`src/common/ifetch_pkg.sv`:
```
// Instruction prefetch shared definitions

package ifetch_pkg;

  //////////////////////////////////////////////////
  // Widths
  //////////////////////////////////////////////////

  localparam int ADDR_W = 32;  // Default address and fetch word width
  localparam int HALF_W = 16;  // Compressed instruction and buffered half-word

  // Program counter steps for full and compressed instructions
  localparam int INC_FULL = 4;
  localparam int INC_HALF = 2;

  // Low opcode bits of a 32-bit instruction
  // Every other value starts a compressed one
  localparam logic [1:0] OPC_FULL = 2'b11;

  //////////////////////////////////////////////////
  // Encodings
  //////////////////////////////////////////////////

  // Where the offered instruction comes from
  //                 upper  lower
  //  FULL_ALIGNED   [iiii, iiii] held word
  //  C_ALIGNED      [xxxx, iiii] held word
  //  C_MISALIGNED   [iiii, xxxx] held word
  //  C_IN_BUF       [iiii]       half-word buffer alone
  //  SPLIT_IN_BUF   low half from the buffer, high half from the held word
  typedef enum logic [2:0] {
    FULL_ALIGNED,
    C_ALIGNED,
    C_MISALIGNED,
    C_IN_BUF,
    SPLIT_IN_BUF
  } instr_fmt_e;

  // Steps of one memory access
  typedef enum logic [1:0] {
    IDLE,          // No access in flight
    WAIT_GNT,      // Request out, grant still missing
    WAIT_RVALID,   // Granted, waiting for the data beat
    WAIT_ABORTED   // Granted before a branch, response gets dropped
  } fetch_state_e;

endpackage

```
`src/prefetch/fetch_ctrl.sv`:
```
// Instruction memory bus controller
`timescale 1ns/10ps

module fetch_ctrl import ifetch_pkg::*; #(
  parameter int ADDR_W = ifetch_pkg::ADDR_W
) (
  input  logic              clk,
  input  logic              rst_n,

  // Redirect from the decoder side
  input  logic              branch_i,

  // Word requests from the realigner
  input  logic              word_req_i,
  input  logic [ADDR_W-1:0] word_addr_i,
  input  logic              word_take_i,
  output logic              word_valid_o,
  output logic [ADDR_W-1:0] word_data_o,

  // Instruction memory
  output logic              instr_req_o,
  output logic [ADDR_W-1:0] instr_addr_o,
  input  logic              instr_gnt_i,
  input  logic [ADDR_W-1:0] instr_rdata_i,
  input  logic              instr_rvalid_i,

  output logic              busy_o
);

  fetch_state_e      state_q, state_d;  // Bus access FSM
  logic [ADDR_W-1:0] addr_q;            // Address of the access that left IDLE
  logic              word_valid_q;      // Captured word is waiting for the realigner
  logic [ADDR_W-1:0] word_data_q;

  logic              issue;    // New request straight out of IDLE
  logic              capture;  // Response that belongs to a live access

  // A fresh request needs an empty capture register
  // A branch in the same cycle would leave the address stale, so it waits a cycle
  assign issue   = (state_q == IDLE) && word_req_i && !word_valid_q && !branch_i;
  assign capture = (state_q == WAIT_RVALID) && instr_rvalid_i && !branch_i;

  // The request stays up in WAIT_GNT even on a branch, since a grant may still land
  assign instr_req_o  = issue || (state_q == WAIT_GNT);
  assign instr_addr_o = (state_q == IDLE) ? {word_addr_i[ADDR_W-1:2], 2'b00}
                                          : addr_q;  // Frozen until granted

  assign word_valid_o = word_valid_q;
  assign word_data_o  = word_data_q;

  assign busy_o = (state_q != IDLE) || instr_req_o;

  //////////////////////////////////////////////////
  // Next state
  //////////////////////////////////////////////////

  always_comb begin
    state_d = state_q;
    unique case (state_q)
      IDLE: begin
        if (issue) begin
          state_d = instr_gnt_i ? WAIT_RVALID : WAIT_GNT;
        end
      end

      WAIT_GNT: begin
        if (instr_gnt_i) begin
          // Granted in the branch cycle means a response is coming that nobody wants
          state_d = branch_i ? WAIT_ABORTED : WAIT_RVALID;
        end else if (branch_i) begin
          state_d = IDLE;  // Nothing was granted, so nothing to drain
        end
      end

      WAIT_RVALID: begin
        if (instr_rvalid_i) begin
          state_d = IDLE;  // Data is captured or dropped, either way the access is over
        end else if (branch_i) begin
          state_d = WAIT_ABORTED;
        end
      end

      WAIT_ABORTED: begin
        if (instr_rvalid_i) begin
          state_d = IDLE;  // Stale beat swallowed here
        end
      end

      default: state_d = IDLE;
    endcase
  end

  //////////////////////////////////////////////////
  // Registers
  //////////////////////////////////////////////////

  always_ff @(posedge clk or negedge rst_n) begin
    if (!rst_n) begin
      state_q      <= IDLE;
      word_valid_q <= 1'b0;
    end else begin
      state_q <= state_d;
      // A branch flushes the held word along with the access
      if (branch_i) begin
        word_valid_q <= 1'b0;
      end else if (capture) begin
        word_valid_q <= 1'b1;
      end else if (word_take_i) begin
        word_valid_q <= 1'b0;
      end
    end
  end

  // Payload of the access and of the response
  always_ff @(posedge clk) begin
    if (issue) begin
      addr_q <= {word_addr_i[ADDR_W-1:2], 2'b00};
    end
    if (capture) begin
      word_data_q <= instr_rdata_i;  // Held until the realigner takes it
    end
  end

endmodule

```
`src/prefetch/instr_align.sv`:
```
// Instruction realigner and program counter
`timescale 1ns/10ps

module instr_align import ifetch_pkg::*; #(
  parameter int ADDR_W = ifetch_pkg::ADDR_W
) (
  input  logic              clk,
  input  logic              rst_n,

  // Decoder side
  input  logic              req_i,
  input  logic              branch_i,
  input  logic [ADDR_W-1:0] addr_i,
  input  logic              ready_i,
  output logic              valid_o,
  output logic [ADDR_W-1:0] rdata_o,
  output logic [ADDR_W-1:0] addr_o,

  // Word path from the bus controller
  output logic              word_req_o,
  output logic [ADDR_W-1:0] word_addr_o,
  input  logic              word_valid_i,
  input  logic [ADDR_W-1:0] word_data_i,
  output logic              word_take_o
);

  logic [ADDR_W-1:0] pc_q;          // Address of the next instruction to deliver
  logic [HALF_W-1:0] buf_q;         // Upper half of the last consumed word
  logic              buf_valid_q;   // Buffer holds data from the sequential stream
  logic              split_q;       // First half of a straddling instruction is in buf_q
  logic [ADDR_W-1:0] split_addr_q;  // Start address of that instruction

  instr_fmt_e        fmt;
  logic              offer;        // An instruction can be presented
  logic              split_word;   // Straddle found in the held word
  logic              split_buf;    // Straddle found in the buffer
  logic              buf_trusted;
  logic              transfer;
  logic              uses_word;    // Format consumes the held word
  logic [ADDR_W-1:0] pc_next;

  // The buffer only stands in for the upper half of the word at pc
  assign buf_trusted = buf_valid_q && pc_q[1] && !split_q;

  //////////////////////////////////////////////////
  // Format selection
  //////////////////////////////////////////////////

  always_comb begin
    fmt        = FULL_ALIGNED;
    offer      = 1'b0;
    split_word = 1'b0;
    split_buf  = 1'b0;
    if (split_q) begin
      // Waiting for the word with the second half
      fmt   = SPLIT_IN_BUF;
      offer = word_valid_i;
    end else if (buf_trusted) begin
      fmt = SPLIT_IN_BUF;
      if (buf_q[1:0] != OPC_FULL) begin
        fmt   = C_IN_BUF;  // Served without any bus access
        offer = 1'b1;
      end else begin
        split_buf = 1'b1;
      end
    end else if (word_valid_i) begin
      if (!pc_q[1]) begin
        fmt   = (word_data_i[1:0] == OPC_FULL) ? FULL_ALIGNED : C_ALIGNED;
        offer = 1'b1;
      end else if (word_data_i[HALF_W+1:HALF_W] != OPC_FULL) begin
        fmt   = C_MISALIGNED;  // Only reached right after a branch to pc[1] set
        offer = 1'b1;
      end else begin
        fmt        = SPLIT_IN_BUF;
        split_word = 1'b1;  // Park the upper half and go for the next word
      end
    end
  end

  // Build the instruction, compressed ones are zero-extended
  always_comb begin
    unique case (fmt)
      FULL_ALIGNED: rdata_o = word_data_i;
      C_ALIGNED:    rdata_o = {{(ADDR_W-HALF_W){1'b0}}, word_data_i[HALF_W-1:0]};
      C_MISALIGNED: rdata_o = {{(ADDR_W-HALF_W){1'b0}}, word_data_i[2*HALF_W-1:HALF_W]};
      C_IN_BUF:     rdata_o = {{(ADDR_W-HALF_W){1'b0}}, buf_q};
      SPLIT_IN_BUF: rdata_o = {word_data_i[ADDR_W-HALF_W-1:0], buf_q};
      default:      rdata_o = word_data_i;
    endcase
  end

  // A branch throws away whatever is on offer
  assign valid_o  = offer && !branch_i;
  assign addr_o   = split_q ? split_addr_q : pc_q;
  assign transfer = valid_o && ready_i;

  // One adder for every step, the split start also moves by a half-word
  assign pc_next = pc_q + ((fmt == FULL_ALIGNED) ? ADDR_W'(INC_FULL) : ADDR_W'(INC_HALF));

  //////////////////////////////////////////////////
  // Word handshake
  //////////////////////////////////////////////////

  assign uses_word   = (fmt != C_IN_BUF);
  // The straddle start takes the word even under back-pressure
  assign word_take_o = !branch_i && ((transfer && uses_word) || split_word);

  // Request level holds the address until the word shows up
  assign word_req_o  = req_i && (split_q || !buf_trusted) && !word_valid_i;
  assign word_addr_o = {pc_q[ADDR_W-1:2], 2'b00};

  //////////////////////////////////////////////////
  // Registers
  //////////////////////////////////////////////////

  always_ff @(posedge clk or negedge rst_n) begin
    if (!rst_n) begin
      pc_q        <= '0;
      buf_valid_q <= 1'b0;
      split_q     <= 1'b0;
    end else if (branch_i) begin
      pc_q        <= addr_i;  // Redirect and forget the sequential state
      buf_valid_q <= 1'b0;
      split_q     <= 1'b0;
    end else begin
      if (transfer || split_word || split_buf) begin
        pc_q <= pc_next;
      end
      if (word_take_o) begin
        buf_valid_q <= 1'b1;  // Every consumed word refills the buffer
      end
      if (split_word || split_buf) begin
        split_q <= 1'b1;
      end else if (transfer) begin
        split_q <= 1'b0;
      end
    end
  end

  // Buffer contents and the saved start address
  always_ff @(posedge clk) begin
    if (word_take_o) begin
      buf_q <= word_data_i[2*HALF_W-1:HALF_W];
    end
    if (split_word || split_buf) begin
      split_addr_q <= pc_q;
    end
  end

endmodule

```
`src/hdl/prefetch_top.sv`:
```
// Instruction prefetch buffer
`timescale 1ns/10ps

module prefetch_top import ifetch_pkg::*; #(
  parameter int ADDR_W = ifetch_pkg::ADDR_W
) (
  input  logic              clk,
  input  logic              rst_n,

  // Decoder side
  input  logic              req_i,
  input  logic              branch_i,
  input  logic [ADDR_W-1:0] addr_i,
  input  logic              ready_i,
  output logic              valid_o,
  output logic [ADDR_W-1:0] rdata_o,
  output logic [ADDR_W-1:0] addr_o,

  // Instruction memory
  output logic              instr_req_o,
  output logic [ADDR_W-1:0] instr_addr_o,
  input  logic              instr_gnt_i,
  input  logic [ADDR_W-1:0] instr_rdata_i,
  input  logic              instr_rvalid_i,

  output logic              busy_o
);

  // Word path between the realigner and the bus controller
  logic              word_req;
  logic [ADDR_W-1:0] word_addr;
  logic              word_valid;
  logic [ADDR_W-1:0] word_data;
  logic              word_take;

  //////////////////////////////////////////////////
  // Bus side
  //////////////////////////////////////////////////

  fetch_ctrl #(
    .ADDR_W (ADDR_W)
  ) u_fetch_ctrl (
    .clk            (clk),
    .rst_n          (rst_n),
    .branch_i       (branch_i),
    .word_req_i     (word_req),
    .word_addr_i    (word_addr),
    .word_take_i    (word_take),
    .word_valid_o   (word_valid),
    .word_data_o    (word_data),
    .instr_req_o    (instr_req_o),
    .instr_addr_o   (instr_addr_o),
    .instr_gnt_i    (instr_gnt_i),
    .instr_rdata_i  (instr_rdata_i),
    .instr_rvalid_i (instr_rvalid_i),
    .busy_o         (busy_o)          // Set while an access is open
  );

  //////////////////////////////////////////////////
  // Decoder side
  //////////////////////////////////////////////////

  instr_align #(
    .ADDR_W (ADDR_W)
  ) u_instr_align (
    .clk          (clk),
    .rst_n        (rst_n),
    .req_i        (req_i),
    .branch_i     (branch_i),
    .addr_i       (addr_i),
    .ready_i      (ready_i),
    .valid_o      (valid_o),
    .rdata_o      (rdata_o),
    .addr_o       (addr_o),
    .word_req_o   (word_req),
    .word_addr_o  (word_addr),
    .word_valid_i (word_valid),
    .word_data_i  (word_data),
    .word_take_o  (word_take)
  );

endmodule

```
`config.mk`:
```
export PLATFORM = sky130hd
export DESIGN_NAME = prefetch_top
export DESIGN_NICKNAME = d
export VERILOG_FILES = /design/src/common/ifetch_pkg.sv /design/src/prefetch/fetch_ctrl.sv /design/src/prefetch/instr_align.sv /design/src/hdl/prefetch_top.sv
export SDC_FILE = /design/constraint.sdc
export NUM_CORES = 1
export LEC_CHECK = 0
export BUFFER_PORTS_ARGS = -buffer_cell sky130_fd_sc_hd__buf_2
export CELL_PAD_IN_SITES_DETAIL_PLACEMENT = 0
export CELL_PAD_IN_SITES_GLOBAL_PLACEMENT = 1
export CORE_AREA = 10 10 132 134
export CTS_BUF_LIST = sky130_fd_sc_hd__clkbuf_2
export DETAILED_ROUTE_END_ITERATION = 7
export DIE_AREA = 0 0 142 144
export PLACE_DENSITY = 0.95
export SYNTH_ARGS = -nofsm -noshare
export SYNTH_HDL_FRONTEND = slang
export SYNTH_SLANG_ARGS = --single-unit
```
`constraint.sdc`:
```
create_clock -name clk -period 10.5 [get_ports clk]
set_clock_uncertainty 0.1 [all_clocks]
set_input_delay 1.05 -clock clk [delete_from_list [all_inputs] [get_ports clk]]
set_output_delay 1.05 -clock clk [all_outputs]
set_load 0.05 [all_outputs]
```
==> results of run 1 <==
==> cells by family (layout without fill, tap and decap cells) <==
logic type / Yosys count / after routing
other: 1 / 4
and+or+nand+nor: 128 / 128
AOI/OAI and AO/OA: 133 / 133
buffers and inverters: 47 / 214
xor gates and xnor gates: 13 / 13
muxes: 63 / 63
adders and majority gates: 3 / 3
DFF: 147 / 147
==> area by class of cell <==
| cell class | count | area (um^2) |
|---|---|---|
| Multi-Input combinational cell | 342 | 2540 |
| Clock inverter | 12 | 154 |
| Clock buffer | 20 | 100 |
| Fill cell | 1236 | 6690 |
| Timing Repair Buffer | 171 | 866 |
| Sequential cell | 147 | 4230 |
| Antenna cell | 2 | 5.00 |
| Tap cell | 188 | 235 |
| Inverter | 11 | 41.3 |
==> critical path: stages (launching register included) <==
cell and delay (ns):
dfrtp_2 1.04, nand2b_1 0.28, nor2_2 0.18, a21oi_2 0.70, a2bb2oi_1 0.28, buf_2 0.31
==> per-layer routing <==
| metal | up-vias | routed length (um) | GRT usage [%] |
|---|---|---|---|
| met5 | - | 13 | 0 |
| met4 | 2 | 348 | 6.24 |
| met3 | 30 | 1930 | 7.71 |
| met2 | 239 | 8380 | 28.0 |
| met1 | 2431 | 7190 | 20.7 |
| li1 | 2405 | - | - |
==> worst paths after layout <==
path	start	endpoint	slack (ns)	cells past startpoint
max in group asynchronous	rst_n	u_instr_align.split_q$_DFFE_PN0P_	9.35	1
hold reg to reg	u_fetch_ctrl.word_data_o[22]$_DFFE_PP_	u_instr_align.buf_q[6]$_DFFE_PP_	0.41	0
setup / recovery	u_instr_align.split_q$_DFFE_PN0P_	rdata_o[12]	5.84	5
min in group clk	instr_rdata_i[31]	u_fetch_ctrl.word_data_o[31]$_DFFE_PP_	0.37	1
setup reg to reg	u_instr_align.split_q$_DFFE_PN0P_	u_instr_align.pc_q[29]$_DFFE_PN0N_	6.35	10
hold / removal	rst_n	u_instr_align.pc_q[19]$_DFFE_PN0N_	0.32	1
==> cell usage in the layout, fill, tap and decap left out, types with 9 or more instances in the layout <==
cell type | Yosys | layout
buf_2 | 8 | 167
edfxtp_1 | 110 | 110
mux2_2 | 60 | 60
nand2_1 | 38 | 38
dfrtp_1 | 37 | 36
o21ai_0 | 28 | 28
a31oi_1 | 23 | 23
nor2_1 | 23 | 22
clkbuf_2 | 0 | 20
o22ai_1 | 17 | 17
a2bb2oi_1 | 16 | 16
a22o_1 | 16 | 16
nand4_1 | 13 | 13
xnor2_1 | 11 | 11
inv_1 | 9 | 9
and3_1 | 9 | 9
==> where the power goes <==
part | switching (mW) | leakage [nW] | internal (mW) | total [mW]
Sequential | 0.0480 | 1.43 | 0.686 | 0.734
Combinational | 0.564 | 1.64 | 0.208 | 0.773
Clock | 0.204 | 0.153 | 0.137 | 0.341
==> sequential cells by signal, indices dropped and copies added, names as in the netlist <==
| signal | cells |
|---|---|
| u_instr_align.split_addr_q | 32 |
| u_fetch_ctrl.state_q | 2 |
| u_instr_align.buf_valid_q | 1 |
| u_fetch_ctrl.addr_q | 30 |
| u_instr_align.pc_q | 32 |
| u_instr_align.split_q | 1 |
| u_instr_align.buf_q | 16 |
| u_fetch_ctrl.word_valid_o | 1 |
| u_fetch_ctrl.word_data_o | 32 |
==> per-stage QoR <==
stage	cell area, um^2	power [mW]
floorplan	6990	1.34
global placement	7920	1.51
detailed placement	7920	1.53
CTS	8170	1.87
global route	8170	1.94
finish	8170	1.85
==> metrics, run 1 <==
Mean Syn Cell Area=13.1 um^2; Post-DP HPWL=12800 um; antenna violations before repair=3; number of flops mapped to enable cells by yosys=110; Yosys top cell area share=47.3%; first-pass GRT wire length=28400 um; layout cells sized above 1=39.4%; Crit path arrival time=3.51 ns; pre-CTS setup slack=6.44 ns; hold_ws=0.316 ns; Yosys cell types=62; Worst-path clk slew=0.22 ns; main combinational cell family by area after synthesis=compound AO/OA/AOI/OAI gates; CP required=9.35 ns; die width=142 um; PostCTS Resize Cnt=0; Die ar.=20400 um^2; Post-Synth Adder-Cell Area=0.645%; Primary FF master, synth=edfxtp_1; Yosys warnings=0; setup slack after layout=5.84 ns; Core ar.=14900 um^2; simple-gate share of the synthesized area=10.1%; setup violators final=0; FMAX=0.215 GHz; vias per inst=5.72; total of max-cap violations=0; CTS tree=yes; drt drc=0; worst vdd ir=0.141 mV; post-cts hold buffer count=0; Layout area overhead=17.0%; Clk Latency, worst-skew pair=0.73 ns; placed insts=859; compound-cell area share of the yosys netlist=13.7%; minimum clock period=4.66 ns; actual slew at the worst max-slew pin=1.25 ns; initial core utilization=47.0%; grt ovf=0; clock sinks=147; Synth area leaders=edfxtp_1 (47%), dfrtp_1 (13%), mux2_2 (9.7%); Post-DRT Antenna Nets=0; #FFs+latches synth=147; Power Dens Cells=226 nW/um^2; Post-Synth XOR/XNOR Area=1.63%; Final Max Tran Viols=0; all-layer global routing usage=17.6%; layout net count=764; crit path max fanout=49; post-CTS setup buffers=0; Hold Fails Final Rpt=0; IO Pins=170; DR vias=5107; Leakage Power=3.22 nW; CP Launch Type=flop; CTS H-tree lvls=4; status=completed; final cell count without fillers=893; Die H=144 um; HP Class=primary input to asynchronous set/reset pin; Total Routed Length=17900 um; 1st-iter DRT viols=389; CTS Buf Count=17; gp weighted congestion=0.852; DR pass1 iterations=6; largest net degree at the start of global routing=50; most common cell in the netlist=edfxtp_1; Routed wire per std cell=20.0 um; standard-cell rows=45; asr flop ratio synth=25.2%; Worst slew margin=16.7%; Core Util, Final=55.0%; number of global-route vias before repair=5226; sequential fraction of the synthesis area=60.6%; Setup TNS=0 ns; Syn Inst Count=535; RSZ-0062 raised after global routing=no; Tcrit/Tclk final=44.4%; Root Driver=clkbuf_2; mux cell area share after synthesis=10.1%; Post-synth top cells=edfxtp_1 (110), mux2_2 (60), nand2_1 (38); IO Port Bufs=167; Setup CP Type=flop to output pin; clock buffer depth=2; mapped cell area=6980 um^2; crit end category=output pin; cell taking the most area after synthesis=edfxtp_1
(Power assumes the default switching activity.)
==> run 2, diff against run 1 <==
--- a/config.mk
+++ b/config.mk
@@ -5,14 +5,15 @@
 export SDC_FILE = /design/constraint.sdc
 export NUM_CORES = 1
 export LEC_CHECK = 0
+export ABC_AREA = 1
 export BUFFER_PORTS_ARGS = -buffer_cell sky130_fd_sc_hd__buf_2
 export CELL_PAD_IN_SITES_DETAIL_PLACEMENT = 0
 export CELL_PAD_IN_SITES_GLOBAL_PLACEMENT = 1
-export CORE_AREA = 10 10 132 134
+export CORE_AREA = 10 10 152 154
 export CTS_BUF_LIST = sky130_fd_sc_hd__clkbuf_2
 export DETAILED_ROUTE_END_ITERATION = 7
-export DIE_AREA = 0 0 142 144
-export PLACE_DENSITY = 0.95
+export DIE_AREA = 0 0 162 164
+export PLACE_DENSITY = 0.86
 export SYNTH_ARGS = -nofsm -noshare
 export SYNTH_HDL_FRONTEND = slang
 export SYNTH_SLANG_ARGS = --single-unit
==> constraint.sdc (replaced) <==
create_clock -name clk -period 3.83 [get_ports clk]
set_clock_uncertainty 0.1 [all_clocks]
set_input_delay 0.383 -clock clk [delete_from_list [all_inputs] [get_ports clk]]
set_output_delay 0.383 -clock clk [all_outputs]
set_load 0.05 [all_outputs]
==> metrics, run 2 <==
status=completed; Mean Syn Cell Area=8.63 um^2 (-34%); number of fill cells=1945 (+57%); IO Pins=170 (unchanged); Layout area overhead=28.2%; worst vdd ir=0.339 mV (+140%); mapped cell area=7510 um^2 (+7.6%); RSZ-0062 raised after global routing=no; grt met1 use=22.8% (+2.2 points); layout cells sized above 1=23.0% (-16 points); layout net count=1184 (+55%); Yosys top cell area share=44.0% (-3.3 points); most common cell in the netlist=nand2_1; standard-cell rows=52 (+16%); actual slew at the worst max-slew pin=0.944 ns (-0.306 ns); Total Routed Length=24500 um (+37%); CTS H-tree lvls=4 (unchanged); crit path max fanout=15 (-69%); Post-synth top cells=nand2_1 (358), edfxtp_1 (110), o21ai_0 (78); Die H=164 um (+14%); Worst-path clk slew=0.26 ns (+0.04 ns); Worst R2R Path Depth=17 (+7); crit end category=output pin; Worst slew margin=37.1% (+20 points); Hold Fails Final Rpt=0 (unchanged); #FFs+latches synth=147 (unchanged); placed insts=1287 (+50%); Final Max Tran Viols=0 (unchanged); total of max-cap violations=0 (unchanged); all-layer global routing usage=17.8% (+0.24 points); sequential fraction of the synthesis area=56.3% (-4.3 points); asr flop ratio synth=25.2% (unchanged); DR vias=6881 (+35%); antenna violations before repair=2 (-1); Clk Latency, worst-skew pair=0.76 ns (+0.03 ns); setup violators final=0 (unchanged); FMAX=0.291 GHz; Leakage Power=4.18 nW (+30%); Routed wire per std cell=17.5 um (-12%); Tcrit/Tclk final=89.8%; drt drc=0 (unchanged); GR Util met2=29.4% (+1.5 points); Core ar.=20000 um^2 (+35%); number of flops mapped to enable cells by yosys=110 (unchanged); Primary FF master, synth=edfxtp_1; cell taking the most area after synthesis=edfxtp_1; DR pass1 iterations=7 (+1); first-pass GRT wire length=37300 um (+31%); initial core utilization=37.5% (-9.5 points); 1st-iter DRT viols=604 (+55%); worst reg2reg endpoint=u_instr_align.pc_q[31]$_DFFE_PN0N_; Synth area leaders=edfxtp_1 (44%), nand2_1 (18%), dfrtp_1 (12%); number of global-route vias before repair=6751 (+29%); met3 usage=3.38% (-4.3 points); RR Startpoint=u_instr_align.split_q$_DFFE_PN0P_; placed cell area=8620 um^2 (+8.9%); reg2reg setup slack=0.73 ns (-5.62 ns); Die ar.=26600 um^2 (+30%); Setup TNS=0 ns (unchanged); vias per inst=4.93 (-14%); final cell count without fillers=1395 (+56%); grt ovf=0 (unchanged); Power Dens Cells=663 nW/um^2 (+190%); Yosys warnings=0 (unchanged); CP required=3.35 ns (-6.00 ns); GRT Max-Usage Layer=met2; Post-DRT Antenna Nets=0 (unchanged); die width=162 um (+14%); CP Launch Type=flop; clock sinks=147 (unchanged); CTS Buf Count=17 (unchanged); Syn Inst Count=871 (+63%); clock buffer depth=2 (unchanged); Yosys cell types=42 (-32%); Setup CP Type=flop to output pin; CTS tree=yes; minimum clock period=3.44 ns; Post-DP HPWL=17200 um (+34%); IO Port Bufs=167 (unchanged); Post-Layout Inst Area=9640 um^2 (+18%); HP Class=primary input to asynchronous set/reset pin; commonest non-fill, non-tap cell in the layout=nand2_1; Root Driver=clkbuf_2; Crit path arrival time=2.96 ns (-0.55 ns); commonest cells after routing, fill and taps aside=nand2_1 (358), buf_2 (167), edfxtp_1 (110), o21ai_0 (78), dlygate4sd3_1 (72); gp weighted congestion=0.942 (+10%); largest net degree at the start of global routing=44 (-12%)
## run 2: changes by cell type in the layout (fill, tap and decap cells not counted), moves of 23 or more
cell           delta
a31oi_1          -23
dlygate4sd3_1    +72
inv_1            +37
mux2_2           -60
nand2_1         +320
nand3_1          +66
nor2_1           +33
o21ai_0          +50
## run 2: area by class of cell
cell class	count	area, um^2	share of cell area, %
timing repair buffer	251	1650	17.1
clock buffer	17	85.1	0.883
inverter	51	205	2.13
sequential	147	4230	43.9
timing repair inverter	1	5.00	0.0519
multi-input combinational	641	2940	30.5
clock inverter	15	183	1.90
tap	270	338	3.51
antenna	2	5.00	0.0519
## run 2: worst max-delay path by stage
stage	startpoint	slack [ns]	cells past startpoint	end
2_1_floorplan	u_instr_align.split_q$_DFFE_PN0P_	0.15	5	u_instr_align.buf_q[0]$_DFFE_PP_
5_1_grt	u_instr_align.split_q$_DFFE_PN0P_	0.18	8	rdata_o[3]
4_1_cts	u_fetch_ctrl.state_q[0]$_DFFE_PN0P_	0.04	6	instr_req_o
3_5_place_dp	u_instr_align.split_q$_DFFE_PN0P_	0.79	17	u_instr_align.pc_q[31]$_DFFE_PN0N_
6_report	u_fetch_ctrl.state_q[0]$_DFFE_PN0P_	0.39	5	instr_addr_o[10]
3_3_place_gp	u_instr_align.pc_q[1]$_DFFE_PN0N_	0.85	20	u_instr_align.pc_q[26]$_DFFE_PN0N_
## run 2: metal layers
| layer | routed length, um | share of wire, % |
|---|---|---|
| met3 | 1290 | 5.3 |
| met1 | 10800 | 44 |
| met5 | 0 | 0 |
| met4 | 498 | 2.0 |
| met2 | 11900 | 49 |
## run 2: worst max-delay path, cell delays in order (launching register included)
cell,delay [ns]
dfrtp_1,0.52
nor2_2,0.44
clkinvlp_2,0.69
nand2_1,0.20
o21ai_0,0.12
buf_2,0.23
## run 2: repair_timing
action / CTS / global route
hold buffers: 72 / 0
buffers inserted: 0 / 1
gates resized for setup: 0 / 2
endpoints found under the hold margin: 106 / 0
setup endpoints to repair: 0 / 12
## run 2: power breakdown
part	leakage (nW)	internal, mW	switching (mW)
logic	2.56	0.694	2.49
clock network	0.159	0.335	0.669
registers	1.46	1.96	0.232
## run 2: cell families after synthesis
kind of cell,count (synthesis),share of synthesized area [%]
adder cells (fa/ha/maj),3,0.599
buffers and inverters,84,5.10
XOR/XNOR,5,0.583
flip-flops,147,56.3
AO/OA/AOI/OAI,100,7.21
AND/OR/NAND/NOR,531,30.2
other,1,0.0499
## run 2: metrics by stage
stage          setup WS (ns)  power (mW)  hold WS, ns  utilization (%)
6_report               0.390        6.39        0.156             48.1
5_1_grt                0.183        6.71        0.150             48.1
4_1_cts               0.0357        6.39        0.120             48.0
3_5_place_dp           0.787        5.33        0.346             43.0
3_3_place_gp           0.846        5.31        0.333             43.0
2_1_floorplan          0.148        4.50      -0.0126                -
